File: config.mk
export PLATFORM = sky130hd
export DESIGN_NAME = imm_decode_top
export DESIGN_NICKNAME = d
export VERILOG_FILES = /design/src/source/imm_decode_pkg.sv /design/src/source/fetch_counter.sv /design/src/source/fetch_fsm.sv /design/src/source/fp32_to_fp64.sv /design/src/source/imm_decode_top.sv /design/src/source/imm_decoder.sv /design/src/source/prefix_merge.sv
export SDC_FILE = /design/constraint.sdc
export NUM_CORES = 1
export LEC_CHECK = 0
export BUFFER_PORTS_ARGS = -buffer_cell sky130_fd_sc_hd__buf_2
export CAP_MARGIN = 0
export CORE_ASPECT_RATIO = 0.5
export CORE_MARGIN = 10
export CORE_UTILIZATION = 35
export DETAILED_ROUTE_END_ITERATION = 8
export SYNTH_ARGS = -nofsm -noshare
export SYNTH_HDL_FRONTEND = slang
export SYNTH_SLANG_ARGS = --single-unit
File: constraint.sdc
create_clock -name clk -period 13 [get_ports clk]
set_input_delay 0.65 -clock clk [delete_from_list [all_inputs] [get_ports clk]]
set_output_delay 0.65 -clock clk [all_outputs]
set_load 0.02 [all_outputs]
File: src/source/imm_decode_pkg.sv
/*
 * Shared types for the instruction fetch and immediate decode front end
 * Opcode encoding, named views of the instruction word, decoded record,
 * operand value type and the fetch FSM state encoding
 */
package imm_decode_pkg;

	// Operand width of the CPU
	typedef logic [63:0] value_t;

	localparam value_t value_zero = 64'd0;

	// ======================================================================
	// Opcodes
	// ======================================================================

	// Seven bit major opcode held in the low bits of every word
	typedef enum logic [6:0]
	{
		OP_NOP    = 7'h00,
		OP_ADDI   = 7'h04,
		OP_ANDI   = 7'h08,
		OP_ORI    = 7'h09,
		OP_SHIFT  = 7'h10,
		OP_FADDI  = 7'h14,
		OP_BCC    = 7'h28,
		OP_LDX    = 7'h40,
		OP_STX    = 7'h50,
		OP_PFXAB  = 7'h7c,
		OP_PFXC   = 7'h7d
	} opcode_e;

	// ======================================================================
	// Instruction word views
	// ======================================================================

	// Any format, only the opcode is of interest
	typedef struct packed
	{
		logic [56:0] rsv;
		opcode_e     opcode;
	} ins_any_t;

	// Thirty-two bit immediate in the upper half (ADDI, ANDI, ORI, FADDI)
	typedef struct packed
	{
		logic [31:0] imm32;
		logic [24:0] rsv;
		opcode_e     opcode;
	} ins_imm_t;

	// Load and store with a 24 bit displacement
	typedef struct packed
	{
		logic [23:0] disp24;
		logic [32:0] rsv;
		opcode_e     opcode;
	} ins_ls_t;

	// Conditional branch with a 20 bit displacement
	typedef struct packed
	{
		logic [19:0] br_disp;
		logic [36:0] rsv;
		opcode_e     opcode;
	} ins_br_t;

	// Shift amount, sh_i tells whether it is an immediate at all
	typedef struct packed
	{
		logic [49:0] rsv;
		logic [5:0]  sh_imm;
		logic        sh_i;
		opcode_e     opcode;
	} ins_sh_t;

	// Prefix word carrying the upper 56 bits of an operand
	typedef struct packed
	{
		logic [55:0] pfx_imm;
		logic        pfx_sw;
		opcode_e     opcode;
	} ins_pfx_t;

	typedef union packed
	{
		logic [63:0] raw;
		ins_any_t    any;
		ins_imm_t    imm;
		ins_ls_t     ls;
		ins_br_t     br;
		ins_sh_t     sh;
		ins_pfx_t    pfx;
	} instruction_t;

	// ======================================================================
	// Decoded record and fetch state
	// ======================================================================

	// Three immediate slots with their has and prefix flags, 198 bits
	typedef struct packed
	{
		value_t imma;
		value_t immb;
		value_t immc;
		logic   has_imma;
		logic   has_immb;
		logic   has_immc;
		logic   pfxa;
		logic   pfxb;
		logic   pfxc;
	} imm_rec_t;

	typedef enum logic [1:0]
	{
		IDLE,
		REQ,
		DECODE,
		OUTPUT
	} fetch_state_e;

endpackage

File: src/source/fetch_counter.sv
/*
 * Fetch address register and remaining word counter
 */
`timescale 1ns/100ps

module fetch_counter
#(
	parameter int addr_width  = 32,
	parameter int count_width = 16,
	parameter int addr_step   = 8
)
(
	input  logic                   clk,
	input  logic                   reset,
	input  logic                   load,
	input  logic                   step,
	input  logic [addr_width-1:0]  start_addr,
	input  logic [count_width-1:0] word_count,
	output logic [addr_width-1:0]  addr,
	output logic                   last
);

	logic [count_width-1:0] count;

	// Load takes a new run, each step moves on by one instruction word
	always_ff @(posedge clk)
	begin
		if (reset)
		begin
			addr  <= '0;
			count <= '0;
		end
		else if (load)
		begin
			addr  <= start_addr;
			count <= word_count;
		end
		else if (step)
		begin
			addr  <= addr + addr_width'(addr_step);
			count <= count - 1'b1;
		end
	end

	// The word now being fetched is the final one of the run
	assign last = (count == count_width'(1));

endmodule

File: src/source/fetch_fsm.sv
/*
 * Fetch sequencer
 * Runs one Wishbone classic read per word, hands the word to the decoder
 * and holds the output stream until the record is accepted
 */
`timescale 1ns/100ps

module fetch_fsm
	import imm_decode_pkg::*;
(
	input  logic         clk,
	input  logic         reset,
	input  logic         start,
	input  logic         last,
	input  logic         wb_ack,
	input  logic [63:0]  wb_dat_i,
	input  logic         is_prefix,
	input  logic         rec_ready,
	output logic         wb_cyc,
	output logic         wb_stb,
	output logic         load,
	output logic         step,
	output logic         clear,
	output logic         merge_en,
	output instruction_t word,
	output logic         rec_valid,
	output logic         done
);

	fetch_state_e state;
	fetch_state_e state_nxt;
	logic         leave_word;

	// ======================================================================
	// Next state
	// ======================================================================

	always_comb
	begin
		state_nxt = state;
		case (state)
		IDLE:
			if (start)
				state_nxt = REQ;
		// Bus cycle stays open until the slave acknowledges
		REQ:
			if (wb_ack)
				state_nxt = DECODE;
		// Prefixes never reach the output stream
		DECODE:
			if (!is_prefix)
				state_nxt = OUTPUT;
			else if (last)
				state_nxt = IDLE;
			else
				state_nxt = REQ;
		// Back-pressure holds the record, no new read is issued meanwhile
		OUTPUT:
			if (rec_ready)
				state_nxt = last ? IDLE : REQ;
		default:
			state_nxt = IDLE;
		endcase
	end

	always_ff @(posedge clk)
	begin
		if (reset)
			state <= IDLE;
		else
			state <= state_nxt;
	end

	// ======================================================================
	// Outputs
	// ======================================================================

	// A word is finished when its prefix is absorbed or its record is taken
	assign leave_word = (state == DECODE && is_prefix) || (state == OUTPUT && rec_ready);

	assign wb_cyc    = (state == REQ);
	assign wb_stb    = (state == REQ);
	assign load      = (state == IDLE) && start;
	assign clear     = (state == IDLE) && start;
	assign merge_en  = (state == DECODE);
	assign rec_valid = (state == OUTPUT);
	assign step      = leave_word;

	// Read data is only valid on the acknowledge cycle
	always_ff @(posedge clk)
	begin
		if (state == REQ && wb_ack)
			word.raw <= wb_dat_i;
	end

	// One cycle pulse after the final word of the run is consumed
	always_ff @(posedge clk)
	begin
		if (reset)
			done <= 1'b0;
		else
			done <= leave_word && last;
	end

endmodule

File: src/source/fp32_to_fp64.sv
/*
 * Single to double precision conversion of a float immediate
 * Denormals flush to a signed zero, infinities and NaNs are kept
 */
`timescale 1ns/100ps

module fp32_to_fp64
	import imm_decode_pkg::*;
(
	input  logic [31:0] sp,
	output value_t      dp
);

	// Difference between the double bias 1023 and the single bias 127
	localparam logic [10:0] bias_diff = 11'd896;

	logic        sign;
	logic [7:0]  exp_sp;
	logic [22:0] man_sp;

	assign sign   = sp[31];
	assign exp_sp = sp[30:23];
	assign man_sp = sp[22:0];

	always_comb
	begin
		// Zero and denormal inputs both give a zero that keeps its sign
		if (exp_sp == 8'h00)
			dp = {sign, 63'd0};
		// All ones stays all ones, the payload of a NaN moves to the top
		else if (exp_sp == 8'hff)
			dp = {sign, 11'h7ff, man_sp, 29'd0};
		// Normal numbers only need the exponent re-biased
		else
			dp = {sign, {3'b000, exp_sp} + bias_diff, man_sp, 29'd0};
	end

endmodule

File: src/source/imm_decode_top.sv
/*
 * Instruction fetch and immediate decode front end
 * Wishbone classic read master, per-word immediate decode, prefix folding
 * and a valid/ready record stream
 */
`timescale 1ns/100ps

module imm_decode_top
	import imm_decode_pkg::*;
#(
	parameter int addr_width  = 32,
	parameter int count_width = 16,
	parameter int addr_step   = 8
)
(
	input  logic                   clk,
	input  logic                   reset,
	input  logic                   start,
	input  logic [addr_width-1:0]  start_addr,
	input  logic [count_width-1:0] word_count,
	output logic                   wb_cyc,
	output logic                   wb_stb,
	output logic [addr_width-1:0]  wb_adr,
	input  logic [63:0]            wb_dat_i,
	input  logic                   wb_ack,
	output imm_rec_t               rec,
	output logic                   rec_valid,
	input  logic                   rec_ready,
	output logic                   done
);

	logic         last;
	logic         load;
	logic         step;
	logic         clear;
	logic         merge_en;
	logic         is_prefix;
	instruction_t word;
	imm_rec_t     dec;

	// Sequencer for bus reads and the output handshake
	fetch_fsm u_fetch_fsm
	(
		.clk       (clk),
		.reset     (reset),
		.start     (start),
		.last      (last),
		.wb_ack    (wb_ack),
		.wb_dat_i  (wb_dat_i),
		.is_prefix (is_prefix),
		.rec_ready (rec_ready),
		.wb_cyc    (wb_cyc),
		.wb_stb    (wb_stb),
		.load      (load),
		.step      (step),
		.clear     (clear),
		.merge_en  (merge_en),
		.word      (word),
		.rec_valid (rec_valid),
		.done      (done)
	);

	// The counter address drives the bus directly
	fetch_counter
	#(
		.addr_width  (addr_width),
		.count_width (count_width),
		.addr_step   (addr_step)
	)
	u_fetch_counter
	(
		.clk        (clk),
		.reset      (reset),
		.load       (load),
		.step       (step),
		.start_addr (start_addr),
		.word_count (word_count),
		.addr       (wb_adr),
		.last       (last)
	);

	imm_decoder u_imm_decoder
	(
		.ins       (word),
		.imm       (dec),
		.is_prefix (is_prefix)
	);

	prefix_merge u_prefix_merge
	(
		.clk       (clk),
		.reset     (reset),
		.clear     (clear),
		.merge_en  (merge_en),
		.is_prefix (is_prefix),
		.dec       (dec),
		.rec       (rec)
	);

endmodule

File: src/source/imm_decoder.sv
/*
 * Immediate operand decoder
 * Extracts the a, b and c immediates of one instruction word by opcode,
 * with has flags, prefix flags and a prefix indication
 */
`timescale 1ns/100ps

module imm_decoder
	import imm_decode_pkg::*;
(
	input  instruction_t ins,
	output imm_rec_t     imm,
	output logic         is_prefix
);

	// Double precision form of the 32 bit immediate field
	value_t fimm;

	// The converter always looks at imm32, only FADDI takes its result
	fp32_to_fp64 u_cvt
	(
		.sp (ins.imm.imm32),
		.dp (fimm)
	);

	always_comb
	begin
		// Every slot starts empty so unused opcodes give an all zero record
		imm.imma     = value_zero;
		imm.immb     = value_zero;
		imm.immc     = value_zero;
		imm.has_imma = 1'b0;
		imm.has_immb = 1'b0;
		imm.has_immc = 1'b0;
		imm.pfxa     = 1'b0;
		imm.pfxb     = 1'b0;
		imm.pfxc     = 1'b0;
		is_prefix    = 1'b0;

		case (ins.any.opcode)
		// Arithmetic immediate is signed
		OP_ADDI:
			begin
				imm.immb     = {{32{ins.imm.imm32[31]}}, ins.imm.imm32};
				imm.has_immb = 1'b1;
			end
		// AND keeps the upper bits of the register by filling with ones
		OP_ANDI:
			begin
				imm.immb     = {{32{1'b1}}, ins.imm.imm32};
				imm.has_immb = 1'b1;
			end
		// OR leaves the upper bits alone, so fill with zeros
		OP_ORI:
			begin
				imm.immb     = {32'd0, ins.imm.imm32};
				imm.has_immb = 1'b1;
			end
		// Memory displacements are signed byte offsets
		OP_LDX,
		OP_STX:
			begin
				imm.immb     = {{40{ins.ls.disp24[23]}}, ins.ls.disp24};
				imm.has_immb = 1'b1;
			end
		// Branch target displacement goes in the c slot
		OP_BCC:
			begin
				imm.immc     = {{44{ins.br.br_disp[19]}}, ins.br.br_disp};
				imm.has_immc = 1'b1;
			end
		// A shift by register still decodes the field, but without a has flag
		OP_SHIFT:
			begin
				imm.immc     = {58'd0, ins.sh.sh_imm};
				imm.has_immc = ins.sh.sh_i;
			end
		OP_FADDI:
			begin
				imm.immb     = fimm;
				imm.has_immb = 1'b1;
			end
		// The sw bit picks b over a as the target of the prefix
		OP_PFXAB:
			begin
				is_prefix = 1'b1;
				if (ins.pfx.pfx_sw)
				begin
					imm.immb     = {ins.pfx.pfx_imm, 8'h00};
					imm.has_immb = 1'b1;
					imm.pfxb     = 1'b1;
				end
				else
				begin
					imm.imma     = {ins.pfx.pfx_imm, 8'h00};
					imm.has_imma = 1'b1;
					imm.pfxa     = 1'b1;
				end
			end
		OP_PFXC:
			begin
				is_prefix    = 1'b1;
				imm.immc     = {ins.pfx.pfx_imm, 8'h00};
				imm.has_immc = 1'b1;
				imm.pfxc     = 1'b1;
			end
		default:
			begin
				// NOP and unknown opcodes carry no immediate
			end
		endcase
	end

endmodule

File: src/source/prefix_merge.sv
/*
 * Prefix merge stage
 * Holds the pending prefix value of each slot and folds it into the
 * next ordinary instruction, then registers the finished record
 */
`timescale 1ns/100ps

module prefix_merge
	import imm_decode_pkg::*;
(
	input  logic     clk,
	input  logic     reset,
	input  logic     clear,
	input  logic     merge_en,
	input  logic     is_prefix,
	input  imm_rec_t dec,
	output imm_rec_t rec
);

	// Slot index 0 is a, 1 is b, 2 is c
	value_t      dec_val [3];
	logic [2:0]  dec_has;
	logic [2:0]  dec_pfx;
	logic [55:0] pend_val [3];
	logic [2:0]  pend_vld;
	value_t      mrg_val [3];
	logic [2:0]  mrg_has;
	logic [2:0]  mrg_pfx;

	assign dec_val[0] = dec.imma;
	assign dec_val[1] = dec.immb;
	assign dec_val[2] = dec.immc;
	assign dec_has    = {dec.has_immc, dec.has_immb, dec.has_imma};
	assign dec_pfx    = {dec.pfxc, dec.pfxb, dec.pfxa};

	// A pending prefix supplies the upper 56 bits and the word keeps its low byte
	always_comb
	begin
		for (int i = 0; i < 3; i++)
		begin
			if (pend_vld[i])
				mrg_val[i] = {pend_val[i], dec_val[i][7:0]};
			else
				mrg_val[i] = dec_val[i];
			mrg_has[i] = dec_has[i] | pend_vld[i];
			mrg_pfx[i] = dec_pfx[i] | pend_vld[i];
		end
	end

	// Pending flags are set by prefixes and consumed by the next ordinary word
	always_ff @(posedge clk)
	begin
		if (reset)
			pend_vld <= 3'b000;
		else if (clear)
			pend_vld <= 3'b000;
		else if (merge_en)
		begin
			if (is_prefix)
				pend_vld <= pend_vld | dec_pfx;
			else
				pend_vld <= 3'b000;
		end
	end

	// A later prefix for the same slot overwrites the earlier value
	always_ff @(posedge clk)
	begin
		if (merge_en)
		begin
			if (is_prefix)
			begin
				for (int i = 0; i < 3; i++)
					if (dec_pfx[i])
						pend_val[i] <= dec_val[i][63:8];
			end
			else
			begin
				rec.imma     <= mrg_val[0];
				rec.immb     <= mrg_val[1];
				rec.immc     <= mrg_val[2];
				rec.has_imma <= mrg_has[0];
				rec.has_immb <= mrg_has[1];
				rec.has_immc <= mrg_has[2];
				rec.pfxa     <= mrg_pfx[0];
				rec.pfxb     <= mrg_pfx[1];
				rec.pfxc     <= mrg_pfx[2];
			end
		end
	end

endmodule

Word-level counts from Yosys, hierarchy flattened
Memory sizes are Yosys's and may differ from the RTL's. Cells that the tools add are included.

Reductions and logical operators: 18. Multiplexer cells: 47. Bitwise operators: 8. $add $sub $neg: 3. Eq/ne operators: 18.

Operators with widths (number): 64-bit two-way mux (6); 64-bit one-hot mux with 6 select lines (1); 64-bit one-hot mux with 3 select lines (1); 63-bit two-way mux (2); 56-bit two-way mux (2); 56-bit OR reduction (2); 32-bit two-way mux (2); 32-bit by 4-bit adder with 32-bit output (second input constant) (1); 16-bit two-way mux (2); 7-bit equality test (second input constant) (4); 1-bit two-way mux (20); 16-bit by 1-bit equality test with 1-bit output (second input constant) (1); 16-bit by 1-bit subtractor with 16-bit output (second input constant) (1); 7-bit by 4-bit equality test with 1-bit output (second input constant) (2); 7-bit by 5-bit equality test with 1-bit output (second input constant) (2); 2-bit two-way mux (7); 8-bit by 10-bit adder with 11-bit output (second input constant) (1); 8-bit equality test (second input constant) (1); 8-bit logical NOT (1); 2-bit one-hot mux with 4 select lines (1); 2-bit OR reduction (4); 7-bit by 3-bit equality test with 1-bit output (second input constant) (1); 7-bit by 6-bit equality test with 1-bit output (second input constant) (1); 1-bit OR (6); other kinds (15) (22).

Memories: 1. Logic and storage cells: 110. Bits in registers: 316. Input port bits: 117. RAM bits: 168.

Memories: u_prefix_merge.pend_val (depth 3, bits a word 56, rd ports 3, clocked after memory_dff 0, wr ports 1, line prefix_merge.sv:24) `logic [55:0] pend_val [3];`.

Logic depth before layout (Yosys ltp)
Gate-level depths: netlist of the first run.

Depth in word-level cells: 9. Depth in mapped cells: 8. Gate-level depth less buffers: 6.

Cells and area by module
Synthesis of the first run repeated with hierarchy kept, for this count alone.

Cells, all modules: 1369. Area, all modules: 20852.5 um2.

Modules (own cells, without submodules): prefix_merge (cells each 574, times used 1, area each 13290.2 um2, seq. area each 11050.6 um2); fetch_counter (cells each 316, times used 1, area each 2631.3 um2, seq. area each 960.9 um2); imm_decoder (cells each 322, times used 1, area each 2292.2 um2, seq. area each 0.0 um2); fetch_fsm (cells each 84, times used 1, area each 2085.8 um2, seq. area each 1981.9 um2); fp32_to_fp64 (cells each 73, times used 1, area each 553.0 um2, seq. area each 0.0 um2).

Least setup slack after synthesis of the first run
No wires, ideal clock.

Path type: register to register. From: reg u_fetch_fsm.word[6] (netlist name). To: reg, netlist name u_prefix_merge.rec[0]. Clock period less this slack: 9.487 ns. Path slack: 3.513 ns. Arrival time: 8.745 ns. Library setup time: 0.742 ns. Stages on the path, launching flop included: 5. Cells stage by stage: edfxtp_1 nand2b_1 clkbuf_1 nor2_1 nor2_1.

Word-level cells in the longest chain between the ends: 5. Elaborated cells between the ends (all ways): 6.

RTL lines: from (decl) (line fetch_fsm.sv:25) `output instruction_t word,`; 7-bit equality test (line imm_decoder.sv:40) `case (ins.any.opcode)`; 2-bit OR reduction (no source line) *; 1-bit two-way mux * (line imm_decoder.sv:40); 1-bit NOT (no source line) *; 2-bit AND reduction (no source line) *.

Mark *: on every way between the ends. The rest lies on a longest branch, timed or not. A chain may end at the register's enable or synchronous reset.

Worst setup path after layout of the first run
From: reg u_fetch_fsm.word[6] (netlist name). To: reg, netlist name u_prefix_merge.rec[131].

Word-level cells in the longest chain between the ends: 5. Elaborated cells between the ends (all ways): 6.

RTL lines (line): 7-bit equality test (imm_decoder.sv:40); 2-bit OR reduction (no source line) *; 1-bit two-way mux * (imm_decoder.sv:40); 1-bit NOT (no source line) *; 2-bit AND reduction (no source line) *.

Marks and branches as above.

==> summary.txt, run 1 <==
Synthesis
  – Mux contribution to synthesized area: 7.68%
  – EDFF count, synth: around 420
  – Synthesis-stage register bit count: roughly 480
  – Synth top area cells: edfxtp_1 (63%), mux2_2 (7.6%), dfxtp_1 (5.4%), a221o_1 (2.0%), and2_1 (1.8%)
  – Post-synthesis cell type count: 64
  – Sequential-to-total area share from yosys stat: 68.4%
  – Syn Inst Count: around 1400
  – Most common library cells after synthesis: edfxtp_1 (421), mux2_2 (135), clkbuf_1 (75)
  – Avg Cell Area, Syn: 14.6 sq um
  – Synth Area in Adders: less than 1%
  – Mapped cell area: around 20000 sq um
  – Syn. warnings: 0
  – Main synth FF type: edfxtp_1
  – Synth Area in Simple Gates: under 10%
  – Most common cell in the netlist: edfxtp_1
  – XOR/XNOR Fraction of Synth Area: 0%
  – Largest family of logic cells by synthesized area: compound AO/OA/AOI/OAI gates
  – FFs w/ async S/R, synth: 0%
  – Post-synth top area share: between 60% and 70%
  – Post-synth top area cell: edfxtp_1
  – Compound-Gate Fraction of Synth Area: approximately 11%

Power and ir drop
  – Clock power share: between 30% and 40%
  – Leakage: 9.11 nW
  – Sequential share of power: 55.5%
  – Power per Cell Area: ~130 nW/um^2
  – Gate power share: 6.7%
  – VDD IR max: slightly above 0.09 mV
  – Psw: around 0.75 mW
  – Power Internal: ~2.4 mW
  – Sw Ratio: between 20% and 30%

Setup path
  – Signal arrival time at the worst endpoint: between 3 and 4 ns
  – Crit path launch type: flop
  – Reg-to-reg startpoint: u_fetch_fsm.word[6]
  – FF-to-FF End: u_prefix_merge.rec[131]
  – Worst setup path endpoint: u_prefix_merge.rec[131]
  – CP Max Fanout: a little under 70
  – Worst Path Required: 13.17 ns
  – Worst Setup SP: u_fetch_fsm.word[6]
  – Worst setup EP type: flop
  – R2R depth: 5
  – WS Path Type: reg -> reg
  – Slack of the worst reg-to-reg path: roughly 9.6 ns

Clocking
  – Post-CTS Resized: 0
  – Worst-path clk slew: ~0.060 ns
  – Clock buffer depth: 3
  – CTS root buf: clkbuf_16
  – Clk_lat worst skew: roughly 0.57 ns
  – H-tree depth: 2
  – Post-CTS Hold Buffers: 0
  – CTS buffer count: 44
  – CTS tree: done
  – Setup Buffers After CTS: 0
  – CTS sink count: about 480

Status
  – Status: finished clean

Worst hold path
  – Hold WC Path Type: in -> reg

STA
  – Final Setup Violations: 0
  – Final period util: between 20% and 30%
  – Layout Skew: between 0.03 and 0.04 ns
  – Final hold violations: 0
  – Worst setup margin: approximately 9.6 ns
  – Worst slew pin tran: approximately 1.2 ns
  – Tmin final: 3.41 ns
  – Slew Viols, Final: 0
  – RSZ-0062 raised after global routing: no
  – Max frequency: roughly 290 MHz
  – Worst rel slew slack: 21.7%
  – Fin Setup TNS: 0 ns

Placed design
  – Setup WS pre-CTS: about 9.6 ns
  – IO buf count: about 340
  – Routability congestion estimate: approximately 0.8
  – DP HPWL: 39800 um

GRT
  – First-pass GRT wire length: 86600 um
  – Vias in the first global route: around 13000
  – Largest net degree at the start of global routing: just under 70
  – Gr usage total: between 15 and 20%
  – Initial antenna violation count: 0
  – GR Overflow Total: 0

Routing
  – DR iter-0 viols: between 1000 and 1500
  – Drt drc: 0
  – Routed vias/inst: roughly 5.4
  – WL/cell: roughly 24 um
  – Via count: ~13000
  – Drt total wl: between 50000 and 60000 um
  – TritonRoute pass-1 iters: 5
  – Antenna-violating nets left: 0

Final layout
  – Diode count: 0
  – Area grow syn2layout: 18.7%
  – Final net count: 1798
  – Finished Core Util: between 40% and 50%
  – Layout cell share with drive strength beyond 1: around a third

Die
  – CORE AREA: 56100 sq um
  – # IOs: between 300 and 400
  – Die area: ~68000 sq um
  – Site row count: between 60 and 70
  – Starting Density: a little over a third
  – Die Y: around 190 um
  – Chip Width: 359 um

Flow run
  – Total of max-cap violations: 0
==> stage by stage <==
stage	instance area [sq um]	total power [mW]	cells	hold WS, ns
after global routing	23800	3.27	2464	0.226
after floorplan	20100	1.90	1380	0.468
final	23800	3.16	2464	0.249
after global placement	22500	1.99	2388	0.439
after detailed placement	22500	2.00	2388	0.445
after CTS	23800	3.19	2464	0.225
==> placed cells by master (no fill, tap or decap), types with 19 or more instances in the layout <==
master       n
a21o_1      45
a221o_1     40
a22o_1      32
a2bb2oi_1   20
a31oi_1     19
a32oi_1     23
and2_1      58
buf_2      342
buf_4       25
clkbuf_16   45
dfxtp_1     52
edfxtp_1   421
inv_1       19
mux2_2     135
nand2_1     58
nand3_1     27
nor2_1      43
nor3_1      36
o21ai_0     21
==> layout make-up <==
class	count	area [sq um]
Clock buffer	58	1170
Sequential cell	475	13700
Timing Repair Buffer	367	1900
Fill cell	5180	32300
Clock inverter	18	119
Tap cell	756	946
Inverter	20	75.1
Multi-Input combinational cell	770	5880
==> state kept, by name, summed over array words and instances, names as in the netlist <==
| register | count |
|---|---|
| u_fetch_counter.addr | 32 |
| u_fetch_counter.count | 16 |
| u_fetch_fsm.done | 1 |
| u_fetch_fsm.state | 2 |
| u_fetch_fsm.word | 64 |
| u_prefix_merge.pend_val | 168 |
| u_prefix_merge.pend_vld | 3 |
| u_prefix_merge.rec | 189 |
==> worst min path at each step <==
stage | depth (start not counted) | slack (ns) | from | to
2_1_floorplan | 1 | 0.47 | u_fetch_counter.count[14] | u_fetch_fsm.done
3_3_place_gp | 2 | 0.44 | u_fetch_counter.addr[2] | u_fetch_counter.addr[2]
3_5_place_dp | 2 | 0.44 | u_fetch_counter.addr[1] | u_fetch_counter.addr[1]
4_1_cts | 1 | 0.23 | wb_dat_i[52] | u_fetch_fsm.word[52]
5_1_grt | 1 | 0.23 | wb_dat_i[47] | u_fetch_fsm.word[47]
6_report | 1 | 0.25 | wb_dat_i[52] | u_fetch_fsm.word[52]
==> worst max-delay path, stage by stage (launching register included) <==
cell,delay (ns)
edfxtp_1,0.51
nand2b_1,0.52
nor2_1,0.17
nor2_4,0.15
buf_4,0.69
buf_4,0.86
==> power groups by stage <==
stage               Sequential [mW]  Clock, mW  Combinational (mW)
floorplan                      1.80          0               0.100
global placement               1.78          0               0.210
detailed placement             1.78          0               0.212
CTS                            1.75       1.23               0.213
global route                   1.75       1.28               0.227
finish                         1.75       1.20               0.210
==> routing by layer <==
metal	GRT usage (%)	vias up	wire length [um]
met4	5.77	0	1970
met5	0	-	0
li1	-	6036	-
met2	29.8	380	31000
met1	19.7	6667	23400
met3	2.74	104	2570
==> logic make-up after synthesis <==
group	count (synthesis)
buffers and inverters	135
flip-flops	475
other	1
adder cells (fa/ha/maj)	3
multiplexers	137
AND/OR/NAND/NOR	340
AO/OA/AOI/OAI	282
Power figures use the tool's default switching activity.
==> run 2, diff against run 1 <==
==> constraint.sdc (replaced) <==
create_clock -name clk -period 2.9 [get_ports clk]
set_input_delay 0.145 -clock clk [delete_from_list [all_inputs] [get_ports clk]]
set_output_delay 0.145 -clock clk [all_outputs]
set_load 0.02 [all_outputs]
==> summary.txt, run 2 (synthesis results as in run 1) <==
STA
  – Slew Viols, Final: 0 (unchanged)
  – Tmin final: 2.42 ns (-0.990 ns)
  – WHS: 0.0365 ns (-0.213 ns)
  – Worst slew pin tran: 0.796 ns (-0.379 ns)
  – Worst rel slew slack: 46.9% (+25 points)
  – Final Setup Violations: 0 (unchanged)
  – Max frequency: 413 MHz (+41%)
  – Final hold violations: 0 (unchanged)
  – RSZ-0062 raised after global routing: no
  – Final period util: 83.4% (+57 points)
  – Layout Skew: 0.0298 ns (-0.00334 ns)
  – Worst setup margin: 0.480 ns (-9.11 ns)

GRT
  – Vias in the first global route: 14200 (+6.6%)
  – Gr usage total: 17.4% (+0.91 points)
  – First-pass GRT wire length: 91500 um (+5.7%)
  – GR Overflow Total: 0 (unchanged)
  – Largest net degree at the start of global routing: 70 (+1.4%)
  – Initial antenna violation count: 3 (+3)

Setup path
  – CP Max Fanout: 22 (-68%)
  – Worst setup EP type: flop
  – R2R depth: 5 (unchanged)
  – Buf+Inv Stages, Crit Path: 1 (-1)
  – Signal arrival time at the worst endpoint: 2.84 ns (-0.74 ns)
  – Slack of the worst reg-to-reg path: 0.48 ns (-9.11 ns)
  – Cell family with most CP delay: simple AND/OR/NAND/NOR gates
  – Slowest-stage cell, CP: or4b_1
  – FF-to-FF End: u_prefix_merge.rec[132]
  – Crit path launch type: flop
  – WS Path Type: reg -> reg
  – Reg-to-reg startpoint: u_fetch_fsm.word[2]
  – CP peak stage delay: 0.72 ns (-0.14 ns)
  – Worst Path Required: 3.32 ns (-9.85 ns)
  – CP cell instances: or4b_1 > nor3_1 > nor3_2 > buf_4 > a31oi_1

Routing
  – Drt drc: 0 (unchanged)
  – Via count: 14000 (+6.0%)
  – Routed vias/inst: 5.35 (about the same)
  – Antenna-violating nets left: 0 (unchanged)
  – DR iter-0 viols: 1173 (+3.3%)
  – TritonRoute pass-1 iters: 5 (unchanged)
  – WL/cell: 23.4 um (-2.0%)
  – Drt total wl: 61200 um (+4.0%)

Die
  – Starting Density: 35.8% (unchanged)
  – Die area: 67900 sq um (unchanged)
  – Die Y: 189 um (unchanged)
  – Chip Width: 359 um (unchanged)
  – CORE AREA: 56100 sq um (unchanged)
  – Site row count: 61 (unchanged)
  – # IOs: 351 (unchanged)

Power and ir drop
  – VDD IR max: 0.479 mV (+410%)
  – Power per Cell Area: 574 nW/um^2 (+330%)
  – Leakage: 9.82 nW (+7.8%)

Clocking
  – H-tree depth: 2 (unchanged)
  – Setup Buffers After CTS: 0 (unchanged)
  – CTS root buf: clkbuf_16
  – CTS buffer count: 45 (+2.3%)
  – CTS tree: done
  – Clk_lat worst skew: 0.57 ns (about the same)
  – Clock buffer depth: 3 (unchanged)
  – Worst-path clk slew: 0.06 ns (about the same)
  – CTS sink count: 475 (unchanged)

Placed design
  – IO buf count: 342 (unchanged)
  – DP HPWL: 40800 um (+2.5%)
  – Setup WS pre-CTS: 0.505 ns (-9.13 ns)
  – Routability congestion estimate: 0.794 (-2.5%)
  – Placed insts: 2418 (+1.3%)

Final layout
  – Commonest cells after routing, fill and taps aside: edfxtp_1 (421), buf_2 (342), mux2_2 (135), dlygate4sd3_1 (112)
  – Layout cell share with drive strength beyond 1: 34.3% (-0.88 points)
  – Final net count: 1941 (+8.0%)
  – Largest Register: u_prefix_merge.rec
  – Fin cells: 2614 (+6.1%)
  – Max reg flops: 189 (unchanged)
  – Biggest regs: u_prefix_merge.rec (189), u_prefix_merge.pend_val (168), u_fetch_fsm.word (64)
  – Area grow syn2layout: 26.9%
  – Commonest non-fill, non-tap cell in the layout: edfxtp_1

Flow run
  – Total of max-cap violations: 0 (unchanged)

Status
  – Status: finished clean

Worst hold path
  – WHS Endpoint: u_fetch_counter.count[2]
  – HP Start: word_count[2]
  – Worst Hold Depth: 4 (+3)
  – Hold WC Path Type: in -> reg
==> run 2: changes by cell type in the layout (fill, tap and decap cells not counted), moves of 2 or more <==
cell / previous run / this run
diode_2: 0 / 4
clkinv_1: 6 / 9
bufinv_16: 0 / 2
clkinv_4: 0 / 2
clkbuf_8: 0 / 2
clkinv_2: 10 / 8
buf_4: 25 / 44
dlygate4sd3_1: 0 / 112
buf_12: 0 / 11
nor4_2: 3 / 1
clkbuf_1: 13 / 10
nor4_4: 2 / 4
==> run 2: what timing repair did <==
item / in CTS / in global routing
endpoints found under the hold margin: 112 / 0
gates resized for setup: 0 / 0
endpoints found under the setup margin: 0 / 0
hold buffers: 112 / 0
==> run 2: worst max path at each step <==
| stage | start | endpoint | depth (start not counted) |
|---|---|---|---|
| final | u_fetch_fsm.word[2] | u_prefix_merge.rec[132] | 5 |
| after global routing | u_fetch_fsm.word[2] | u_prefix_merge.rec[132] | 5 |
| after CTS | u_fetch_fsm.word[2] | u_prefix_merge.rec[132] | 5 |
| after detailed placement | u_fetch_fsm.word[3] | u_prefix_merge.rec[130] | 5 |
| after global placement | u_fetch_fsm.word[2] | u_prefix_merge.rec[132] | 5 |
| after floorplan | u_fetch_fsm.word[6] | u_prefix_merge.rec[0] | 4 |
==> run 2: tightest hold or removal path: cells and delay by family <==
kind	cells	cell delay, ns
buf+inv	1	0.11
compound gates	3	0.28
==> run 2: power by group <==
group	internal (mW)	leakage (nW)	switching, mW	total (mW)
Clock	3.10	0.681	2.57	5.67
Combinational	0.448	5.02	0.681	1.13
Sequential	7.62	4.12	0.208	7.82
==> run 2: stage by stage <==
stage / setup TNS, ns / cell area (sq um) / power (mW) / util (%)
after global placement: 0 / 22900 / 8.97 / 40.9
after CTS: 0 / 25400 / 14.8 / 45.4
after global routing: 0 / 25500 / 15.1 / 45.4
final: 0 / 25500 / 14.6 / 45.4
after floorplan: -217.10 / 20200 / 8.50 / -
after detailed placement: 0 / 22900 / 8.98 / 40.9
==> run 2: cell type report <==
| class | instances | area (sq um) |
|---|---|---|
| clock inverter | 23 | 198 |
| clock buffer | 57 | 1190 |
| sequential | 475 | 13700 |
| tap | 756 | 946 |
| timing repair buffer | 509 | 3380 |
| fill | 5036 | 30600 |
| inverter | 20 | 75.1 |
| antenna | 4 | 10.0 |
| multi-input combinational | 770 | 5920 |
==> run 2: metal layers <==
| layer | track usage (%) | part of all wire (%) |
|---|---|---|
| met5 | 0 | 0 |
| met4 | 3.90 | 1.7 |
| met3 | 2.16 | 3.8 |
| met2 | 32.2 | 54 |
| met1 | 21.4 | 41 |
